--- src/hdl/btb_pkg.sv ---
package btb_pkg;

	// lc-3b machine word, used for pcs and branch targets
	localparam int WORD_W = 16;
	typedef logic [WORD_W-1:0] word_t;

	// instruction opcode field
	localparam int OPCODE_W = 4;
	typedef logic [OPCODE_W-1:0] opcode_t;

	// buffer geometry
	localparam int NUM_SETS = 32;
	localparam int NUM_WAYS = 4;

	// pc fields
	// bit 0 is always zero for word-aligned fetch, so the index starts at bit 1
	localparam int INDEX_W = 5;
	localparam int TAG_W = 10;
	localparam int INDEX_LSB = 1;
	localparam int TAG_LSB = 6;

	typedef logic [INDEX_W-1:0] index_t;
	typedef logic [TAG_W-1:0] tag_t;

	// way number within a set
	typedef logic [$clog2(NUM_WAYS)-1:0] way_t;

	// tree pseudo-lru state, one bit per internal node
	typedef logic [NUM_WAYS-2:0] plru_t;

	// node positions inside plru_t
	// left pair covers ways 0 and 1, right pair ways 2 and 3
	localparam int PLRU_ROOT = 2;
	localparam int PLRU_LEFT = 1;
	localparam int PLRU_RIGHT = 0;

	// branch-class opcodes that update the buffer at writeback
	localparam opcode_t OP_BR = 4'b0000;
	localparam opcode_t OP_JMP = 4'b1100;
	localparam opcode_t OP_JSR = 4'b0100;
	localparam opcode_t OP_TRAP = 4'b1111;

endpackage
--- src/hdl/btb_top.sv ---
module btb_top (
	input  logic             clk,
	input  logic             rst_n,
	input  btb_pkg::word_t   pc_if,
	input  btb_pkg::word_t   pc_wb,
	input  btb_pkg::word_t   target_wb,
	input  btb_pkg::opcode_t opcode_wb,
	input  logic             valid_wb,
	output btb_pkg::word_t   predict_target,
	output logic             predict_hit
);
	import btb_pkg::*;

	index_t if_index;
	index_t wb_index;
	tag_t wb_tag;
	tag_t if_tags [NUM_WAYS];
	tag_t wb_tags [NUM_WAYS];
	word_t if_targets [NUM_WAYS];
	logic if_valid [NUM_WAYS];
	logic upd_we [NUM_WAYS];
	logic touch;
	way_t touch_way;
	way_t victim;

	// set index for both pipeline ends, tag for the array write data
	assign if_index = pc_if[INDEX_LSB +: INDEX_W];
	assign wb_index = pc_wb[INDEX_LSB +: INDEX_W];
	assign wb_tag = pc_wb[TAG_LSB +: TAG_W];

	btb_update_ctrl u_update (
		.clk         (clk),
		.rst_n       (rst_n),
		.pc_wb       (pc_wb),
		.opcode_wb   (opcode_wb),
		.valid_wb    (valid_wb),
		.wb_tags     (wb_tags),
		.victim      (victim),
		.fetch_index (if_index),
		.fetch_valid (if_valid),
		.upd_we      (upd_we),
		.touch       (touch),
		.touch_way   (touch_way)
	);

	// tag and target storage, one pair of arrays per way
	for (genvar w = 0; w < NUM_WAYS; w++) begin : g_way
		btb_way_array #(.payload_t(tag_t)) u_tag (
			.clk        (clk),
			.we         (upd_we[w]),
			.wr_index   (wb_index),
			.wr_data    (wb_tag),
			.rd_index_a (if_index),
			.rd_data_a  (if_tags[w]),
			.rd_index_b (wb_index),
			.rd_data_b  (wb_tags[w])
		);

		// writeback-side target read has no consumer
		btb_way_array #(.payload_t(word_t)) u_target (
			.clk        (clk),
			.we         (upd_we[w]),
			.wr_index   (wb_index),
			.wr_data    (target_wb),
			.rd_index_a (if_index),
			.rd_data_a  (if_targets[w]),
			.rd_index_b (wb_index),
			.rd_data_b  ()
		);
	end

	// replacement state is read and touched at the writeback set
	btb_plru u_plru (
		.clk       (clk),
		.rst_n     (rst_n),
		.rd_index  (wb_index),
		.victim    (victim),
		.touch     (touch),
		.touch_way (touch_way)
	);

	btb_lookup u_lookup (
		.pc_if          (pc_if),
		.if_tags        (if_tags),
		.if_targets     (if_targets),
		.if_valid       (if_valid),
		.predict_target (predict_target),
		.predict_hit    (predict_hit)
	);

endmodule

--- src/hdl/btb_lookup.sv ---
module btb_lookup (
	input  btb_pkg::word_t pc_if,
	input  btb_pkg::tag_t  if_tags [btb_pkg::NUM_WAYS],
	input  btb_pkg::word_t if_targets [btb_pkg::NUM_WAYS],
	input  logic           if_valid [btb_pkg::NUM_WAYS],
	output btb_pkg::word_t predict_target,
	output logic           predict_hit
);
	import btb_pkg::*;

	// tag of the fetch pc
	tag_t if_tag;
	// per-way match of the fetch set
	logic [NUM_WAYS-1:0] if_match;
	// way whose target is forwarded
	way_t hit_way;

	assign if_tag = pc_if[TAG_LSB +: TAG_W];

	// compare the fetch tag against every valid way of the set
	always_comb begin
		for (int w = 0; w < NUM_WAYS; w++) begin
			if_match[w] = if_valid[w] && (if_tags[w] == if_tag);
		end
	end

	// priority select, lowest matching way wins
	// walking downward lets the lowest index overwrite the others
	always_comb begin
		hit_way = '0;
		for (int w = NUM_WAYS - 1; w >= 0; w--) begin
			if (if_match[w]) begin
				hit_way = way_t'(w);
			end
		end
	end

	assign predict_hit = |if_match;

	// on a miss fetch simply continues at the current pc
	// the fetch stage adds its own increment
	always_comb begin
		if (predict_hit) begin
			predict_target = if_targets[hit_way];
		end else begin
			predict_target = pc_if;
		end
	end

endmodule

--- src/hdl/btb_update_ctrl.sv ---
module btb_update_ctrl (
	input  logic             clk,
	input  logic             rst_n,
	input  btb_pkg::word_t   pc_wb,
	input  btb_pkg::opcode_t opcode_wb,
	input  logic             valid_wb,
	input  btb_pkg::tag_t    wb_tags [btb_pkg::NUM_WAYS],
	input  btb_pkg::way_t    victim,
	input  btb_pkg::index_t  fetch_index,
	output logic             fetch_valid [btb_pkg::NUM_WAYS],
	output logic             upd_we [btb_pkg::NUM_WAYS],
	output logic             touch,
	output btb_pkg::way_t    touch_way
);
	import btb_pkg::*;

	index_t wb_index;
	tag_t wb_tag;
	logic is_branch;
	logic qualified;
	// valid bit per set and way
	logic [NUM_WAYS-1:0] valid_q [NUM_SETS];
	logic [NUM_WAYS-1:0] wb_match;
	logic wb_hit;
	way_t hit_way;
	way_t sel_way;

	assign wb_index = pc_wb[INDEX_LSB +: INDEX_W];
	assign wb_tag = pc_wb[TAG_LSB +: TAG_W];

	// only retiring control-flow instructions train the buffer
	assign is_branch = (opcode_wb == OP_BR) || (opcode_wb == OP_JMP) ||
		(opcode_wb == OP_JSR) || (opcode_wb == OP_TRAP);
	assign qualified = valid_wb && is_branch;

	// writeback-side hit detection
	// at most one way can match since fills only happen on a miss
	always_comb begin
		hit_way = '0;
		for (int w = 0; w < NUM_WAYS; w++) begin
			wb_match[w] = valid_q[wb_index][w] && (wb_tags[w] == wb_tag);
		end
		for (int w = NUM_WAYS - 1; w >= 0; w--) begin
			if (wb_match[w]) begin
				hit_way = way_t'(w);
			end
		end
	end

	assign wb_hit = |wb_match;
	// hit rewrites the target in place, miss replaces the plru victim
	assign sel_way = wb_hit ? hit_way : victim;

	// one-hot write enable into the tag and target arrays
	always_comb begin
		for (int w = 0; w < NUM_WAYS; w++) begin
			upd_we[w] = qualified && (sel_way == way_t'(w));
		end
	end

	// the written way becomes most recently used on hit and fill alike
	assign touch = qualified;
	assign touch_way = sel_way;

	// valid bit is set by a fill and never cleared except by reset
	always_ff @(posedge clk or negedge rst_n) begin
		if (!rst_n) begin
			valid_q <= '{default: '0};
		end else if (qualified && !wb_hit) begin
			valid_q[wb_index][victim] <= 1'b1;
		end
	end

	// valid bits of the fetch set for the lookup stage
	always_comb begin
		for (int w = 0; w < NUM_WAYS; w++) begin
			fetch_valid[w] = valid_q[fetch_index][w];
		end
	end

endmodule

--- src/hdl/btb_plru.sv ---
module btb_plru (
	input  logic            clk,
	input  logic            rst_n,
	input  btb_pkg::index_t rd_index,
	output btb_pkg::way_t   victim,
	input  logic            touch,
	input  btb_pkg::way_t   touch_way
);
	import btb_pkg::*;

	// tree state per set
	plru_t state [NUM_SETS];
	// state of the addressed set and its successor after a touch
	plru_t cur;
	plru_t nxt;

	assign cur = state[rd_index];

	// follow the tree toward the least recently used leaf
	always_comb begin
		if (cur[PLRU_ROOT]) begin
			// root points left
			victim = cur[PLRU_LEFT] ? way_t'(0) : way_t'(1);
		end else begin
			// root points right
			victim = cur[PLRU_RIGHT] ? way_t'(2) : way_t'(3);
		end
	end

	// touch points every node on the path away from the used way
	// the node of the other pair keeps its value
	always_comb begin
		nxt = cur;
		case (touch_way)
			2'd0: begin
				nxt[PLRU_ROOT] = 1'b0;
				nxt[PLRU_LEFT] = 1'b0;
			end
			2'd1: begin
				nxt[PLRU_ROOT] = 1'b0;
				nxt[PLRU_LEFT] = 1'b1;
			end
			2'd2: begin
				nxt[PLRU_ROOT] = 1'b1;
				nxt[PLRU_RIGHT] = 1'b0;
			end
			default: begin
				nxt[PLRU_ROOT] = 1'b1;
				nxt[PLRU_RIGHT] = 1'b1;
			end
		endcase
	end

	// all sets start at 000, so the first fill lands in way 3
	always_ff @(posedge clk or negedge rst_n) begin
		if (!rst_n) begin
			state <= '{default: '0};
		end else if (touch) begin
			state[rd_index] <= nxt;
		end
	end

endmodule

--- src/hdl/btb_way_array.sv ---
module btb_way_array #(
	parameter type payload_t = btb_pkg::word_t
) (
	input  logic            clk,
	input  logic            we,
	input  btb_pkg::index_t wr_index,
	input  payload_t        wr_data,
	input  btb_pkg::index_t rd_index_a,
	output payload_t        rd_data_a,
	input  btb_pkg::index_t rd_index_b,
	output payload_t        rd_data_b
);
	import btb_pkg::*;

	// one entry per set for this way
	// contents are meaningless until the matching valid bit is set
	payload_t mem [NUM_SETS];

	// single write port
	// written at writeback when this way is picked for hit or fill
	always_ff @(posedge clk) begin
		if (we) begin
			mem[wr_index] <= wr_data;
		end
	end

	// port a serves the fetch-side lookup
	// asynchronous so the prediction comes out in the fetch cycle
	assign rd_data_a = mem[rd_index_a];

	// port b serves the writeback-side tag compare
	// a write in this cycle is not yet visible here
	assign rd_data_b = mem[rd_index_b];

endmodule

--- config.mk ---
export PLATFORM = sky130hd
export DESIGN_NAME = btb_top
export DESIGN_NICKNAME = d
export VERILOG_FILES = /design/src/hdl/btb_pkg.sv /design/src/hdl/btb_top.sv /design/src/hdl/btb_lookup.sv /design/src/hdl/btb_update_ctrl.sv /design/src/hdl/btb_plru.sv /design/src/hdl/btb_way_array.sv
export SDC_FILE = /design/constraint.sdc
export NUM_CORES = 2
export LEC_CHECK = 0
export BUFFER_PORTS_ARGS = -buffer_cell sky130_fd_sc_hd__buf_2
export CORE_MARGIN = 4
export CORE_UTILIZATION = 30
export CTS_BUF_LIST = sky130_fd_sc_hd__clkbuf_2
export CTS_CLUSTER_DIAMETER = 50
export DETAILED_ROUTE_END_ITERATION = 6
export PLACE_DENSITY = 0.46
export SLEW_MARGIN = 10
export SYNTH_ARGS = -nofsm -noshare
export SYNTH_HDL_FRONTEND = slang
export SYNTH_HIERARCHICAL = 1
export SYNTH_SLANG_ARGS = --single-unit
--- constraint.sdc ---
create_clock -name clk -period 6 [get_ports clk]
set_input_delay 0.6 -clock clk [delete_from_list [all_inputs] [get_ports clk]]
set_output_delay 0.6 -clock clk [all_outputs]
set_load 0.02 [all_outputs]
# Word-level counts from Yosys, hierarchy flattened
# Memory sizes are Yosys's and may differ from the RTL's.
# Index checks and enable logic that the tools add are counted.
[classes]
reduce_logical = 25
order_cmp = 6
n_bitwise = 4
mux = 43
n_eq_ne = 14
[op_table]
columns = ["op", "n"]
rows = [
  ["128-bit bitwise OR", 1],
  ["96-bit bitwise mux", 1],
  ["10-bit equality test", 8],
  ["16-bit two-way mux", 3],
  ["4-bit binary-select mux with 5-bit select", 2],
  ["16-bit binary-select mux with 2-bit select", 1],
  ["4-bit demux with 5-bit select", 1],
  ["2-bit two-way mux", 10],
  ["4-bit two-way mux", 5],
  ["1-bit logical AND", 16],
  ["3-bit binary-select mux with 5-bit select", 1],
  ["3-bit demux with 5-bit select", 1],
  ["6-bit greater-or-equal comparator (second input constant)", 2],
  ["1-bit two-way mux", 12],
  ["5-bit NOT with 6-bit output", 2],
  ["3-bit two-way mux", 3],
  ["4-bit equality test (second input constant)", 2],
  ["4-bit OR reduction", 2],
  ["6-bit by 1-bit < comparator with 1-bit output (second input constant)", 1],
  ["2-bit equality test (second input constant)", 2],
  ["4-bit by 3-bit equality test with 1-bit output (second input constant)", 1],
  ["4-bit zero test", 1],
  ["1-bit case mux with 2 select lines", 2],
  ["3-bit greater-or-equal comparator (second input constant)", 1],
  ["other kinds (9)", 11],
]
[word_totals]
mem_bits_rw = 3328
out_inout_bits = 17
reg_bits = 224
mem_count = 8
[mem_list]
columns = ["name", "words", "word_bits", "rd", "rd_clocked_by_memory_dff", "write_ports", "line", "source"]
rows = [
  ["g_way[0].u_target.mem", 32, 16, 1, 0, 1, "btb_way_array.sv:17", "payload_t mem [NUM_SETS];"],
  ["g_way[1].u_target.mem", 32, 16, 1, 0, 1, "btb_way_array.sv:17", ""],
  ["g_way[2].u_target.mem", 32, 16, 1, 0, 1, "btb_way_array.sv:17", ""],
  ["g_way[3].u_target.mem", 32, 16, 1, 0, 1, "btb_way_array.sv:17", ""],
  ["g_way[0].u_tag.mem", 32, 10, 2, 0, 1, "btb_way_array.sv:17", ""],
  ["g_way[1].u_tag.mem", 32, 10, 2, 0, 1, "btb_way_array.sv:17", ""],
  ["+2 memories", "n/a", "n/a", "n/a", "n/a", "n/a", "n/a", ""],
]

# Logic depth before layout (Yosys ltp)
[logic_depth]
depth_word = 14
depth_mapped = 18
ltp_nobuf = 14

# Hierarchy
# Netlist, hierarchy kept.
[modules_own_cells]
columns = ["mod", "cells_per_inst", "n_inst", "area_per_inst_um2"]
rows = [
  ["btb_way_array (g_way[0].u_target ...)", 1696, 4, 24796.3],
  ["btb_way_array (g_way[0].u_tag ...)", 1069, 4, 15566.2],
  ["btb_update_ctrl", 750, 1, 8066.5],
  ["btb_plru", 462, 1, 4610.7],
  ["btb_lookup", 188, 1, 1432.6],
]

# Least setup slack after synthesis
# No wires, ideal clock.
[synth_path]
path_kind = "input-to-reg"
startpoint = "input port pc_wb[2]"
endpoint = "memory g_way[3].u_target/mem[12][0] in the netlist's numbering, enable pin"
t_required_ns = 5.612
n_path_buf = 4
path_stages = 13
arrival_ns = 4.633
setup_slack_ns = 0.978
path_cell_list = "buf_6 buf_6 buf_2 mux2i_1 o22ai_1 or4_1 nor2_2 mux2i_1 nor3_1 nor4_1 or3b_2 clkbuf_1 nor2_1"
[synth_lines]
columns = ["element", "line", "source"]
rows = [
  ["from (decl)", "btb_top.sv:5", "input btb_pkg::word_t pc_wb,"],
  ["to (decl)", "btb_way_array.sv:17", ""],
]

==> results.md <==
- Outcome: finished with violations
- Failing checks: negative setup slack
- # setup viols final: 16
- First-pass GRT wire length: 716 mm
- Clock root cell: clkbuf_2
- Crit path DAT: 5740 ps
- Setup crit start kind: flop
- R2r endpoint: g_way[2].u_tag/mem[24][5]$_DFFE_PP_
- Placer Congestion: 0.823
- Fin. Hold Viols: 0
- Vert. Die Dim: ~730 microns
- CTS Buf Count: about 920
- Required time worst endpoint: approximately 5400 ps
- Hold Path Class: input pin to flop
- Unrepaired setup endpoints after global routing: true
- Die area: roughly 540000 sq um
- Max-cap violation count: 0
- Commonest non-fill, non-tap cell in the layout: edfxtp_1
- Starting Density: a little under a third
- Nets: between 10000 and 15000
- Crit-path leading delay family: simple AND/OR/NAND/NOR gates
- Worst slack, placed: -157 ps
- Vias/cell: about 5.1
- Port Buffer Count: 70
- Cell count after synthesis: ~10000
- GR Overflow Total: 0
- H-tree depth: 6
- Worst-Margin Slew: between 1000 and 1500 ps
- Total power: ~48000 uW
- R2r worst-path depth: 19
- Initial antenna violation count: 33
- Dpl hpwl: 304 mm
- Total Routing Usage GR: 18.2%
- # rows: roughly 270
- Worst path buffer plus inverter count: 3
- Worst R2R Setup Slack: 330 ps
- Core Footprint: 522000 sq um
- Initial DRC count: about 8000
- Pins over their slew limit: 0
- Worst-path clk slew: 110 ps
- CP Cell Sequence: mux2i_1, a22o_1, nor3_1, a31oi_1, nand3_1, xnor2_1, nand4_1, or3_1, buf_12, o211ai_1, a2bb2oi_1, buf_4, buf_6
- Final ANT Viol Nets: 0
- Wirelength, routed: 507 mm
- Die Wd: between 700 and 800 microns
- Period utilisation layout: 106%
- Pwr dens: approximately 270 nW/um^2
- 1st-pass router iterations: 6
- F_max: 158 MHz
- Vias in the first global route: roughly 100000
- Critical R2R Launch: g_way[2].u_tag/mem[14][4]$_DFFE_PP_
- WL/cell: ~27 microns
- Layout cell share with drive strength beyond 1: between 20% and 30%
- Synth warnings: 6
- Ports: 72
- Clk sinks: around 3600
- Rel. slew slack: about a fifth
- Worst-skew pair later-pin latency: roughly 2400 ps
- Crit Path Class: flop to output port
- Vias: 97689
- Hold path start: pc_wb[5]
- Most frequent cells in the layout: 3328 x edfxtp_1, 2416 x mux2i_1, 1280 x clkbuf_2, 696 x a22oi_1, 559 x buf_4
- Nature of the critical path endpoint: output port
- Skew final: roughly 360 ps
- IR drop worst, VDD: ~0.2 mV
- Leakage power: roughly 0.066 uW
- CTS tree: built
- Post-Synthesis Cell Area: 157000 sq um
- CP peak stage delay: around 500 ps
- Layout area overhead: 15.2%
- Final WS setup: -344 ps
- Min-Delay Path Depth: 6
- DRC errors left: 0
- Post-synth net total: approximately 10000
- Sink of the worst hold path: u_plru/state[36]$_DFFE_PN0P_
- CP max FO: 16
- Largest net degree at the start of global routing: about 180
- Setup TNS: -4490 ps
- Final min period: 6340 ps
- Bufs on Longest Clock Path: 4
- Slowest cell on crit path: or3_1
- Mean Syn Cell Area: 15.4 sq um
[worst min-delay path, delay by kind of cell]
family,cells,cell delay (ps)
compound gates,1,70
simple gates,1,240
buf+inv,4,1550
[power breakdown]
group | switching, uW | leakage (uW) | internal [uW] | total [uW]
Clock | 10200 | 0.00623 | 6430 | 16700
Combinational | 2940 | 0.0269 | 1440 | 4380
Sequential | 83.7 | 0.0330 | 27200 | 27300
[sequential cells by signal (all words and copies together) (netlist names)]
| name | cells |
|---|---|
| g_way.u_tag/mem | 1280 |
| u_update/valid_q | 128 |
| u_plru/state | 96 |
| g_way.u_target/mem | 2048 |
[repair_timing]
item,CTS,global route
buffers inserted,9,1
hold endpoints to repair,7104,603
hold buffers,143,1
cloned,1,0
resized for setup,73,17
endpoints found under the setup margin,17,99
pin swaps,14,10
[final cells by class]
class	count	area, sq um
fill	50355	340000
multi-input combinational	5927	46900
clock buffer	1280	6410
clock inverter	342	1910
timing repair buffer	1010	11600
antenna	25	62.6
sequential	3552	106000
inverter	4	16.3
tap	6942	8690
[how the worst max path moves through the flow]
stage	from	endpoint	slack [ps]	depth (start not counted)
after global placement	pc_wb[2]	g_way[0].u_tag/mem[28][4]$_DFFE_PP_	-90	18
after CTS	u_update/valid_q[66]$_DFFE_PN0P_	predict_target[11]	-720	10
final	g_way[2].u_tag/mem[0][9]$_DFFE_PP_	predict_target[3]	-340	13
after floorplan	pc_wb[2]	g_way[3].u_target/mem[12][0]$_DFFE_PP_	980	13
after global routing	u_update/valid_q[34]$_DFFE_PN0P_	predict_target[6]	-530	11
after detailed placement	pc_wb[2]	g_way[0].u_target/mem[8][11]$_DFFE_PP_	-160	19
[through the flow]
| step | area, sq um | hold WS [ps] | util [%] | std cells |
|---|---|---|---|---|
| 2_1_floorplan | 157000 | 304 | - | 10184 |
| 3_3_place_gp | 170000 | 461 | 32.7 | 17282 |
| 3_5_place_dp | 170000 | 471 | 32.7 | 17282 |
| 4_1_cts | 181000 | 12.9 | 34.7 | 19057 |
| 5_1_grt | 181000 | 208 | 34.7 | 19058 |
| 6_report | 181000 | 245 | 34.7 | 19082 |
[layer usage]
metal | routed length, microns | global-route usage [%] | vias up
li1 | - | - | 43446
met1 | 216000 | 23.9 | 50016
met2 | 243000 | 30.2 | 3350
met3 | 30100 | 3.10 | 851
met4 | 17900 | 6.79 | 26
met5 | 172 | 0 | -
No activity file was read; power rests on OpenSTA's default activity.
